[src/common/core_defs.svh]
`ifndef CORE_DEFS_SVH
`define CORE_DEFS_SVH

// Datapath and register file
`define XLEN                32
`define NUM_REGS            32
`define REG_ADDR_W          5

// Instruction queue, depth must be a power of two
`define IQ_DEPTH            8
`define IQ_STALL_THRESHOLD  4

// Cycles from unit valid to write-back
`define ALU_LATENCY         1
`define MUL_LATENCY         3

// Restoring divider steps
`define DIV_CYCLES          32

`endif

[src/common/core_pkg.sv]
`include "core_defs.svh"

package core_pkg;

    typedef enum logic [1:0] {
        EXE_NONE,
        EXE_ALU,
        EXE_MUL,
        EXE_DIV
    } exe_unit_e;

    typedef enum logic [2:0] {
        ALU_ADD,
        ALU_SUB,
        ALU_AND,
        ALU_OR,
        ALU_XOR
    } alu_op_e;

    typedef enum logic [1:0] {
        MD_MUL,
        MD_DIVU,
        MD_REMU
    } md_op_e;

    typedef enum logic [1:0] {
        DIV_IDLE,
        DIV_BUSY,
        DIV_DONE
    } div_state_e;

    // One decoded instruction as held in the queue
    typedef struct packed {
        exe_unit_e              unit;
        alu_op_e                alu_op;
        md_op_e                 md_op;
        logic [`REG_ADDR_W-1:0] rd;
        logic [`REG_ADDR_W-1:0] rs1;
        logic [`REG_ADDR_W-1:0] rs2;
        logic [`XLEN-1:0]       imm;
        logic                   use_imm;
        // Low for rd == x0 and for no-ops
        logic                   reg_write;
    } decoded_instr_t;

endpackage

[src/common/exe_if.sv]
`timescale 1ns/10ps

`include "core_defs.svh"

// One issued operation, issue stage to a single execution unit
interface exe_if;
    import core_pkg::*;

    // One-cycle strobe, no back-pressure
    logic                   valid;
    alu_op_e                alu_op;
    md_op_e                 md_op;
    logic [`REG_ADDR_W-1:0] rd;
    logic [`XLEN-1:0]       op_a;
    logic [`XLEN-1:0]       op_b;

    modport issue (output valid, alu_op, md_op, rd, op_a, op_b);
    modport unit  (input  valid, alu_op, md_op, rd, op_a, op_b);

endinterface

[src/source/instr_decoder.sv]
`timescale 1ns/10ps

`include "core_defs.svh"

module instr_decoder (
    input  logic                    clk,
    input  logic                    rst,
    input  logic                    instr_valid,
    input  logic [31:0]             instr_word,
    input  logic                    flush,
    output logic                    dec_valid,
    output core_pkg::decoded_instr_t dec_instr
);
    import core_pkg::*;

    // Major opcodes handled here
    typedef enum logic [6:0] {
        OPC_OP     = 7'b0110011,
        OPC_OP_IMM = 7'b0010011
    } rv_opcode_e;

    logic [6:0]     funct7;
    logic [2:0]     funct3;
    decoded_instr_t dec;

    assign funct7 = instr_word[31:25];
    assign funct3 = instr_word[14:12];

    always_comb begin
        dec.unit    = EXE_NONE;
        dec.alu_op  = ALU_ADD;
        dec.md_op   = MD_MUL;
        dec.rd      = instr_word[11:7];
        dec.rs1     = instr_word[19:15];
        dec.rs2     = instr_word[24:20];
        dec.imm     = {{(`XLEN-12){instr_word[31]}}, instr_word[31:20]};
        dec.use_imm = 1'b0;

        case (instr_word[6:0])
            OPC_OP: begin
                if (funct7 == 7'b0000000) begin
                    dec.unit = EXE_ALU;
                    case (funct3)
                        3'b000:  dec.alu_op = ALU_ADD;
                        3'b100:  dec.alu_op = ALU_XOR;
                        3'b110:  dec.alu_op = ALU_OR;
                        3'b111:  dec.alu_op = ALU_AND;
                        default: dec.unit = EXE_NONE;
                    endcase
                end else if (funct7 == 7'b0100000 && funct3 == 3'b000) begin
                    dec.unit   = EXE_ALU;
                    dec.alu_op = ALU_SUB;
                end else if (funct7 == 7'b0000001) begin
                    // M extension subset
                    case (funct3)
                        3'b000: dec.unit = EXE_MUL;
                        3'b101: begin
                            dec.unit  = EXE_DIV;
                            dec.md_op = MD_DIVU;
                        end
                        3'b111: begin
                            dec.unit  = EXE_DIV;
                            dec.md_op = MD_REMU;
                        end
                        default: dec.unit = EXE_NONE;
                    endcase
                end
            end
            OPC_OP_IMM: begin
                // rs2 field is immediate bits here, so no register dependency
                dec.rs2     = '0;
                dec.use_imm = 1'b1;
                dec.unit    = EXE_ALU;
                case (funct3)
                    3'b000:  dec.alu_op = ALU_ADD;
                    3'b100:  dec.alu_op = ALU_XOR;
                    3'b110:  dec.alu_op = ALU_OR;
                    3'b111:  dec.alu_op = ALU_AND;
                    default: dec.unit = EXE_NONE;
                endcase
            end
            default: dec.unit = EXE_NONE;
        endcase

        dec.reg_write = (dec.unit != EXE_NONE) && (dec.rd != '0);
    end

    always_ff @(posedge clk) begin
        if (rst)
            dec_valid <= 1'b0;
        else
            dec_valid <= instr_valid && !flush;
    end

    always_ff @(posedge clk) begin
        dec_instr <= dec;
    end

endmodule

[src/source/instr_queue.sv]
`timescale 1ns/10ps

`include "core_defs.svh"

module instr_queue (
    input  logic                     clk,
    input  logic                     rst,
    input  logic                     clear,
    input  logic                     push,
    input  core_pkg::decoded_instr_t wr_data,
    input  logic                     pop,
    output core_pkg::decoded_instr_t rd_data,
    output logic                     empty,
    output logic                     almost_full
);
    import core_pkg::*;

    localparam int PTR_W = $clog2(`IQ_DEPTH);

    decoded_instr_t   mem [`IQ_DEPTH];
    logic [PTR_W-1:0] rd_ptr;
    logic [PTR_W-1:0] wr_ptr;
    logic [PTR_W:0]   count;
    logic [PTR_W:0]   count_next;
    logic             do_push;
    logic             do_pop;

    // Clear wins over both push and pop
    assign do_push = push && !clear && (count != `IQ_DEPTH);
    assign do_pop  = pop && !clear && !empty;
    assign empty   = (count == '0);
    assign rd_data = mem[rd_ptr];

    always_comb begin
        count_next = count;
        if (clear)
            count_next = '0;
        else if (do_push && !do_pop)
            count_next = count + 1'b1;
        else if (!do_push && do_pop)
            count_next = count - 1'b1;
    end

    always_ff @(posedge clk) begin
        if (rst || clear) begin
            rd_ptr <= '0;
            wr_ptr <= '0;
        end else begin
            if (do_push)
                wr_ptr <= wr_ptr + 1'b1;
            if (do_pop)
                rd_ptr <= rd_ptr + 1'b1;
        end
    end

    // Stall level tracks the registered occupancy
    always_ff @(posedge clk) begin
        if (rst) begin
            count       <= '0;
            almost_full <= 1'b0;
        end else begin
            count       <= count_next;
            almost_full <= (count_next >= `IQ_STALL_THRESHOLD);
        end
    end

    always_ff @(posedge clk) begin
        if (do_push)
            mem[wr_ptr] <= wr_data;
    end

endmodule

[src/issue/instruction_issue.sv]
`timescale 1ns/10ps

`include "core_defs.svh"

module instruction_issue (
    input  logic                     clk,
    input  logic                     rst,
    input  logic                     flush,
    // Queue head
    input  logic                     iq_empty,
    input  core_pkg::decoded_instr_t iq_head,
    output logic                     iq_pop,
    // Unit buses
    exe_if.issue                     alu_bus,
    exe_if.issue                     mul_bus,
    exe_if.issue                     div_bus,
    // Write-back
    input  logic                     div_done,
    input  logic                     wb_valid,
    input  logic [`REG_ADDR_W-1:0]   wb_rd,
    input  logic [`XLEN-1:0]         wb_data
);
    import core_pkg::*;

    localparam int MUL_SR_W = `MUL_LATENCY - `ALU_LATENCY;

    logic [`XLEN-1:0]       reg_file [`NUM_REGS];
    logic [`NUM_REGS-1:0]   pending;
    logic [`NUM_REGS-1:0]   pending_next;
    logic [MUL_SR_W-1:0]    mul_inflight;
    logic                   div_pending;
    logic [`REG_ADDR_W-1:0] div_rd;

    logic                   nop_instr;
    logic                   sb_conflict;
    logic                   wb_conflict;
    logic                   fire;
    logic                   issue_alu;
    logic                   issue_mul;
    logic                   issue_div;
    logic [`XLEN-1:0]       op_a;
    logic [`XLEN-1:0]       rs2_data;
    logic [`XLEN-1:0]       op_b;

    assign nop_instr = (iq_head.unit == EXE_NONE);

    // rd is checked too so write-backs to one register stay in order
    assign sb_conflict = pending[iq_head.rs1] || pending[iq_head.rs2] || pending[iq_head.rd];

    // An ALU firing now would hit the write-back slot of a MUL fired MUL_SR_W cycles ago
    assign wb_conflict = (iq_head.unit == EXE_ALU) && mul_inflight[MUL_SR_W-1];

    // No-ops just drain from the queue
    assign fire = !iq_empty && !flush &&
                  (nop_instr || (!sb_conflict && !wb_conflict && !div_pending));

    assign iq_pop    = fire;
    assign issue_alu = fire && (iq_head.unit == EXE_ALU);
    assign issue_mul = fire && (iq_head.unit == EXE_MUL);
    assign issue_div = fire && (iq_head.unit == EXE_DIV);

    // Operand read, x0 is hardwired
    assign op_a     = (iq_head.rs1 == '0) ? '0 : reg_file[iq_head.rs1];
    assign rs2_data = (iq_head.rs2 == '0) ? '0 : reg_file[iq_head.rs2];
    assign op_b     = iq_head.use_imm ? iq_head.imm : rs2_data;

    always_ff @(posedge clk) begin
        if (wb_valid)
            reg_file[wb_rd] <= wb_data;
    end

    // Scoreboard
    always_comb begin
        pending_next = pending;
        if (wb_valid)
            pending_next[wb_rd] = 1'b0;
        // Aborted divide never writes back
        if (flush && div_pending)
            pending_next[div_rd] = 1'b0;
        if (fire && iq_head.reg_write)
            pending_next[iq_head.rd] = 1'b1;
    end

    always_ff @(posedge clk) begin
        if (rst) begin
            pending      <= '0;
            mul_inflight <= '0;
            div_pending  <= 1'b0;
        end else begin
            pending      <= pending_next;
            mul_inflight <= {mul_inflight[MUL_SR_W-2:0], issue_mul};
            if (flush || div_done)
                div_pending <= 1'b0;
            else if (issue_div)
                div_pending <= 1'b1;
        end
    end

    always_ff @(posedge clk) begin
        if (issue_div)
            div_rd <= iq_head.rd;
    end

    always_ff @(posedge clk) begin
        if (rst) begin
            alu_bus.valid <= 1'b0;
            mul_bus.valid <= 1'b0;
            div_bus.valid <= 1'b0;
        end else begin
            alu_bus.valid <= issue_alu;
            mul_bus.valid <= issue_mul;
            div_bus.valid <= issue_div;
        end
    end

    // Operation payload, qualified by the valids above
    always_ff @(posedge clk) begin
        alu_bus.alu_op <= iq_head.alu_op;
        alu_bus.md_op  <= iq_head.md_op;
        alu_bus.rd     <= iq_head.rd;
        alu_bus.op_a   <= op_a;
        alu_bus.op_b   <= op_b;

        mul_bus.alu_op <= iq_head.alu_op;
        mul_bus.md_op  <= iq_head.md_op;
        mul_bus.rd     <= iq_head.rd;
        mul_bus.op_a   <= op_a;
        mul_bus.op_b   <= op_b;

        div_bus.alu_op <= iq_head.alu_op;
        div_bus.md_op  <= iq_head.md_op;
        div_bus.rd     <= iq_head.rd;
        div_bus.op_a   <= op_a;
        div_bus.op_b   <= op_b;
    end

endmodule

[src/execute/execute_cluster.sv]
`timescale 1ns/10ps

`include "core_defs.svh"

module execute_cluster (
    input  logic                   clk,
    input  logic                   rst,
    input  logic                   flush,
    exe_if.unit                    alu_bus,
    exe_if.unit                    mul_bus,
    exe_if.unit                    div_bus,
    output logic                   div_done,
    output logic                   wb_valid,
    output logic [`REG_ADDR_W-1:0] wb_rd,
    output logic [`XLEN-1:0]       wb_data
);
    import core_pkg::*;

    localparam int CNT_W = $clog2(`DIV_CYCLES);

    logic                   alu_valid;
    logic [`REG_ADDR_W-1:0] alu_rd;
    logic [`XLEN-1:0]       alu_comb;
    logic [`XLEN-1:0]       alu_result;

    logic [2:0]             mul_valid;
    logic [`REG_ADDR_W-1:0] mul_rd [3];
    logic [`XLEN-1:0]       mul_part_lo;
    logic [`XLEN-1:0]       mul_part_hi;
    logic [`XLEN-1:0]       mul_sum;
    logic [`XLEN-1:0]       mul_result;

    div_state_e             div_state;
    logic [CNT_W-1:0]       div_count;
    md_op_e                 div_op;
    logic [`REG_ADDR_W-1:0] div_rd;
    logic [`XLEN-1:0]       div_quot;
    logic [`XLEN-1:0]       div_rem;
    logic [`XLEN-1:0]       div_divisor;
    logic [`XLEN:0]         div_shift;
    logic [`XLEN+1:0]       div_diff;

    // ALU
    always_comb begin
        case (alu_bus.alu_op)
            ALU_SUB: alu_comb = alu_bus.op_a - alu_bus.op_b;
            ALU_AND: alu_comb = alu_bus.op_a & alu_bus.op_b;
            ALU_OR:  alu_comb = alu_bus.op_a | alu_bus.op_b;
            ALU_XOR: alu_comb = alu_bus.op_a ^ alu_bus.op_b;
            default: alu_comb = alu_bus.op_a + alu_bus.op_b;
        endcase
    end

    always_ff @(posedge clk) begin
        alu_rd     <= alu_bus.rd;
        alu_result <= alu_comb;
    end

    // Multiplier: two 32x16 partials, then sum, then output register
    always_ff @(posedge clk) begin
        mul_part_lo <= mul_bus.op_a * mul_bus.op_b[15:0];
        mul_part_hi <= mul_bus.op_a * mul_bus.op_b[31:16];
        mul_sum     <= mul_part_lo + {mul_part_hi[15:0], 16'b0};
        mul_result  <= mul_sum;
        mul_rd[0]   <= mul_bus.rd;
        mul_rd[1]   <= mul_rd[0];
        mul_rd[2]   <= mul_rd[1];
    end

    always_ff @(posedge clk) begin
        if (rst) begin
            alu_valid <= 1'b0;
            mul_valid <= '0;
        end else begin
            alu_valid <= alu_bus.valid;
            mul_valid <= {mul_valid[1:0], mul_bus.valid};
        end
    end

    // Restoring divider step
    // A zero divisor naturally yields all ones and the dividend as remainder
    assign div_shift = {div_rem, div_quot[`XLEN-1]};
    assign div_diff  = {1'b0, div_shift} - {2'b00, div_divisor};

    always_ff @(posedge clk) begin
        if (rst || flush) begin
            div_state <= DIV_IDLE;
            div_count <= '0;
        end else begin
            case (div_state)
                DIV_IDLE: begin
                    div_count <= '0;
                    if (div_bus.valid)
                        div_state <= DIV_BUSY;
                end
                DIV_BUSY: begin
                    div_count <= div_count + 1'b1;
                    if (div_count == CNT_W'(`DIV_CYCLES - 1))
                        div_state <= DIV_DONE;
                end
                default: div_state <= DIV_IDLE;
            endcase
        end
    end

    always_ff @(posedge clk) begin
        if (div_state == DIV_IDLE && div_bus.valid) begin
            div_op      <= div_bus.md_op;
            div_rd      <= div_bus.rd;
            div_quot    <= div_bus.op_a;
            div_divisor <= div_bus.op_b;
            div_rem     <= '0;
        end else if (div_state == DIV_BUSY) begin
            if (!div_diff[`XLEN+1]) begin
                div_rem  <= div_diff[`XLEN-1:0];
                div_quot <= {div_quot[`XLEN-2:0], 1'b1};
            end else begin
                div_rem  <= div_shift[`XLEN-1:0];
                div_quot <= {div_quot[`XLEN-2:0], 1'b0};
            end
        end
    end

    assign div_done = (div_state == DIV_DONE);

    // Write-back merge, issue keeps the sources one-hot
    assign wb_valid = alu_valid || mul_valid[2] || div_done;

    always_comb begin
        if (mul_valid[2]) begin
            wb_rd   = mul_rd[2];
            wb_data = mul_result;
        end else if (div_done) begin
            wb_rd   = div_rd;
            wb_data = (div_op == MD_REMU) ? div_rem : div_quot;
        end else begin
            wb_rd   = alu_rd;
            wb_data = alu_result;
        end
    end

endmodule

[src/source/core_issue_top.sv]
`timescale 1ns/10ps

`include "core_defs.svh"

module core_issue_top (
    input  logic                   clk,
    input  logic                   rst,
    input  logic                   instr_valid,
    input  logic [31:0]            instr_word,
    input  logic                   flush,
    output logic                   stall,
    output logic                   wb_valid,
    output logic [`REG_ADDR_W-1:0] wb_rd,
    output logic [`XLEN-1:0]       wb_data
);
    import core_pkg::*;

    logic           dec_valid;
    decoded_instr_t dec_instr;
    decoded_instr_t iq_head;
    logic           iq_empty;
    logic           iq_pop;
    logic           div_done;

    exe_if alu_bus ();
    exe_if mul_bus ();
    exe_if div_bus ();

    instr_decoder u_decoder (
        .clk         (clk),
        .rst         (rst),
        .instr_valid (instr_valid),
        .instr_word  (instr_word),
        .flush       (flush),
        .dec_valid   (dec_valid),
        .dec_instr   (dec_instr)
    );

    // Flush stands in for a taken branch and empties the queue
    instr_queue u_queue (
        .clk         (clk),
        .rst         (rst),
        .clear       (flush),
        .push        (dec_valid),
        .wr_data     (dec_instr),
        .pop         (iq_pop),
        .rd_data     (iq_head),
        .empty       (iq_empty),
        .almost_full (stall)
    );

    instruction_issue u_issue (
        .clk      (clk),
        .rst      (rst),
        .flush    (flush),
        .iq_empty (iq_empty),
        .iq_head  (iq_head),
        .iq_pop   (iq_pop),
        .alu_bus  (alu_bus),
        .mul_bus  (mul_bus),
        .div_bus  (div_bus),
        .div_done (div_done),
        .wb_valid (wb_valid),
        .wb_rd    (wb_rd),
        .wb_data  (wb_data)
    );

    execute_cluster u_execute (
        .clk      (clk),
        .rst      (rst),
        .flush    (flush),
        .alu_bus  (alu_bus),
        .mul_bus  (mul_bus),
        .div_bus  (div_bus),
        .div_done (div_done),
        .wb_valid (wb_valid),
        .wb_rd    (wb_rd),
        .wb_data  (wb_data)
    );

endmodule

[config.mk]
export PLATFORM = sky130hd
export DESIGN_NAME = core_issue_top
export DESIGN_NICKNAME = d
export VERILOG_FILES = /design/src/common/core_pkg.sv /design/src/common/exe_if.sv /design/src/source/instr_decoder.sv /design/src/source/instr_queue.sv /design/src/issue/instruction_issue.sv /design/src/execute/execute_cluster.sv /design/src/source/core_issue_top.sv
export VERILOG_INCLUDE_DIRS = /design/src /design/src/common
export SDC_FILE = /design/constraint.sdc
export NUM_CORES = 2
export LEC_CHECK = 0
export BUFFER_PORTS_ARGS = -buffer_cell sky130_fd_sc_hd__buf_2
export CORE_MARGIN = 3
export CORE_UTILIZATION = 51
export DETAILED_ROUTE_END_ITERATION = 10
export PLACE_DENSITY_LB_ADDON = 0.1
export SLEW_MARGIN = 20
export SYNTH_ARGS = -nofsm -noshare
export SYNTH_HDL_FRONTEND = slang
export SYNTH_SLANG_ARGS = --single-unit
[constraint.sdc]
create_clock -name clk -period 6.1 [get_ports clk]
set_input_delay 0 -clock clk [delete_from_list [all_inputs] [get_ports clk]]
set_output_delay 0 -clock clk [all_outputs]
set_load 0.01 [all_outputs]
==> impl_metrics.yaml <==
placed_design:
  dp_hpwl_um: 210400
  place.gp.congestion: 0.9582
  placed_cell_area_um2: 101900
  dp_cells: 11336
  port_buffers: 74
  pre_cts_ws_ps: -516.2
sta:
  setup_slack_ps: -364.2
  worstMarginPinSlew_ps: 1195
  slew_violations: 0
  fin_crit_sh_pct: 106.0
  min_period_ps: 6464
  hold_violations: 0
  setup_violations: 4
  rsz0062_at_grt: "yes"
  slew_headroom_pct: 20.34
  skew_ps: 63.31
  max_freq_mhz: 154.7
worst_setup_path:
  cpPeakStageDelay_ps: 570
  endpoint_kind: "flop"
  crit_path_frequent_cell: "fa_1"
  critPathLaunchType: "flop"
  worstPathRequired_ps: 6880
  crit_arrival_ps: 7250
  critical_path_class: "flop to flop"
  crit_path_cell_trace: "buf_6, inv_4, buf_4, buf_4, nor2_1, fa_1, fa_1, fa_1, fa_1, fa_1, inv_1, fa_1, inv_1, ha_1, and3_1, a21oi_2, o21ai_4, o41a_1, a41o_1, or4b_4, a31o_4, a21oi_4, xnor2_1"
  crit_path_max_fanout: 8
  slowest_stage: "fa_1"
grt:
  grt_antenna_before_repair: 16
  grt_overflow_total: 0
  grt_pass1_wl_um: 475400
  globalRouteTotalUtil_pct: 33.01
  grt_max_degree: 174
  grt_pass1_vias: 71724
cells_and_area:
  final_nets: 9809
  fill_cells: 15593
  drive_gt1_share_pct: 12.11
  synthToLayoutAreaGrowth_pct: 13.38
  stdcell_area_um2: 109600
  instances_no_fill: 11789
  post-route-util_pct: 58.29
pwr:
  p_leak_nw: 40.41
  ir_drop_v: 0.0006766
  p_per_area_nw_per_um2: 408.4
worst_hold_path:
  min_path_type: "input port to flop"
clocking:
  htree_levels: 4
  clk_pin_slew_ps: 60
  cts_buffer_depth: 3
  tritoncts: "built"
  clock_latency_ps: 890
  root_buffer: "clkbuf_16"
  numCtsBuffers: 187
  cts.sinks: 1751
detailed_routing:
  firstDrtPassIters: 8
  vias: 73909
  viasPerCell: 6.269
  postRouteAntennaNets: 0
  drt_wl_total_um: 324100
  first_iter_violations: 8532
  route.detailed.drc: 0
  routedWlPerCell_um: 27.49
synthesis:
  ys_types: 86
  synth_area_um2: 96660
  synth_top_area_share_pct: 43.12
  netlist_instances: 8986
  synthArstFlopShare_pct: 0
  yosysSeqAreaShare_pct: 50.64
  synth-main-ff-cell: "edfxtp_1"
  ys_seq_elements: 1751
  ys_warn_count: 0
  syn_nets: 9672
  yosysTopAreaCell: "edfxtp_1"
  synth_area_per_cell_um2: 10.76
  synth.area.top_cells: "edfxtp_1 (43%), fa_1 (8.0%), dfxtp_1 (7.5%)"
  synth_edf_count: 1388
status:
  violations: "negative setup slack"
  status: "finished with violations"
floorplanning:
  die_w_um: 441.3
  start_util_pct: 51.41
  die_y_um: 441.3
  core_region_area_um2: 188000
  io_pins: 75
  rows: 159
  dieArea_um2: 194800
job:
  maxCapViolations: 0
## final timing paths
kind,from,end,slack [ps],depth (start not counted)
hold reg to reg,u_execute.mul_sum[4],u_execute.mul_result[4],290,0
hold / removal,instr_word[5],u_decoder.dec_instr[52],70,5
setup reg to reg,u_issue.alu_bus.op_a[6],u_execute.mul_part_lo[31],-360,23
setup / recovery,u_issue.alu_bus.op_a[6],u_execute.mul_part_lo[31],-360,23
## synthesized netlist by cell type, types with 17 or more instances
cell and instances:
nand2_1 1563, edfxtp_1 1388, a211oi_1 691, inv_1 601
clkbuf_1 576, and2_1 522, nor2_1 395, fa_1 387
a21oi_1 383, dfxtp_1 363, a31oi_1 272, ha_1 263
a311oi_1 258, o21ai_0 234, xnor2_1 140, mux2i_1 137
nor3_1 73, mux4_2 62, nor2b_1 52, o22ai_1 48
nand3_1 46, xor2_1 45, a22o_1 36, nand2b_1 36
a21o_1 35, buf_1 26, buf_2 23, a22oi_1 22
mux2_2 20, and3_1 19, nand3b_1 17, o21a_1 17
o31ai_1 17
## cells by family after synthesis
logic type | share of synthesized area, %
AO/OA/AOI/OAI | 14.94
XOR/XNOR | 1.676
adder cells (fa/ha/maj) | 11.42
buffers and inverters | 5.082
flip-flops | 50.64
multiplexers | 3.282
AND/OR/NAND/NOR | 12.96
## through the flow
stage	hold slack [ps]	TNS, ps	power, mW
after CTS	0.6598	-827.7	43.83
after floorplan	27.72	-280.3	24.89
after global routing	69.58	-1633	47.18
after detailed placement	108.6	-1524	31.05
final	71.40	-725.0	44.76
after global placement	106.3	-1779	31.05
## timing repair
action | in CTS | in global routing
endpoints found under the setup margin | 6 | 9
resized for setup | 70 | 77
pin swaps | 33 | 37
hold buffers | 63 | 0
endpoints found under the hold margin | 109 | 0
buffers inserted | 22 | 11
## power by group
| part | switching [mW] | total, mW | internal (mW) |
|---|---|---|---|
| sequential | 0.359 | 14.4 | 14.0 |
| clock | 5.07 | 11.6 | 6.52 |
| combinational | 10.4 | 18.8 | 8.43 |
| total | 15.8 | 44.8 | 29.0 |
## state kept, by name (all words and copies together), names as in the netlist, 4 cells and up, named ones only
name,flops
u_issue.reg_file,1024
u_queue.mem,288
u_decoder.dec_instr,36
u_execute.alu_result,32
u_execute.div_divisor,32
u_execute.div_quot,32
u_execute.div_rem,32
u_execute.mul_part_lo,32
u_execute.mul_result,32
u_execute.mul_sum,32
u_issue.alu_bus.op_a,32
u_issue.alu_bus.op_b,32
u_issue.pending,32
u_execute.mul_part_hi,16
u_execute.mul_rd,11
u_execute.div_count,5
u_execute.div_rd,5
u_issue.alu_bus.rd,5
u_issue.div_rd,5
u_execute.alu_rd,4
u_queue.count,4
## layer usage
metal  share of wire (%)  wire length, µm  up-vias  track usage (%)
met4                 4.9            15770        6            15.08
met2                  45           144400     3749            50.10
li1                    -                -    32514                -
met5               0.010               34        -                0
met3                 9.4            30340      690            6.900
met1                  41           133600    36950            45.73
## placed cells by master, fill, tap and decap left out, types with 132 or more instances in the layout
cell	synthesis	routed
edfxtp_1	1388	1388
xnor2_1	140	138
dfxtp_1	363	340
a211oi_1	691	690
a311oi_1	258	258
buf_4	4	392
a21oi_1	383	376
nor2_1	395	342
and2_1	522	522
ha_1	263	253
nand2_1	1563	1555
o21ai_0	234	196
clkbuf_16	0	192
fa_1	387	377
mux2i_1	137	132
a31oi_1	272	271
inv_1	601	579
## worst max-delay path: cells and delay by family (launching register included)
kind	cells	cell delay, ps
fa+ha+maj	7	3350
flops	1	370
compound gates	6	1140
buf+inv	6	600
simple gates	3	810
xor+xnor	1	110
## area by class of cell
class | instances | area (µm²) | area share [%]
flip-flops and latches | 1751 | 49000 | 44.71
multi-input cells | 5974 | 43740 | 39.91
repair buffers | 591 | 5039 | 4.598
clock buffers | 230 | 5017 | 4.578
well taps | 2495 | 3122 | 2.849
inverters | 618 | 2357 | 2.151
clock inverters | 120 | 1292 | 1.179
diodes | 10 | 25.02 | 0.02283
(Power assumes the default switching activity.)
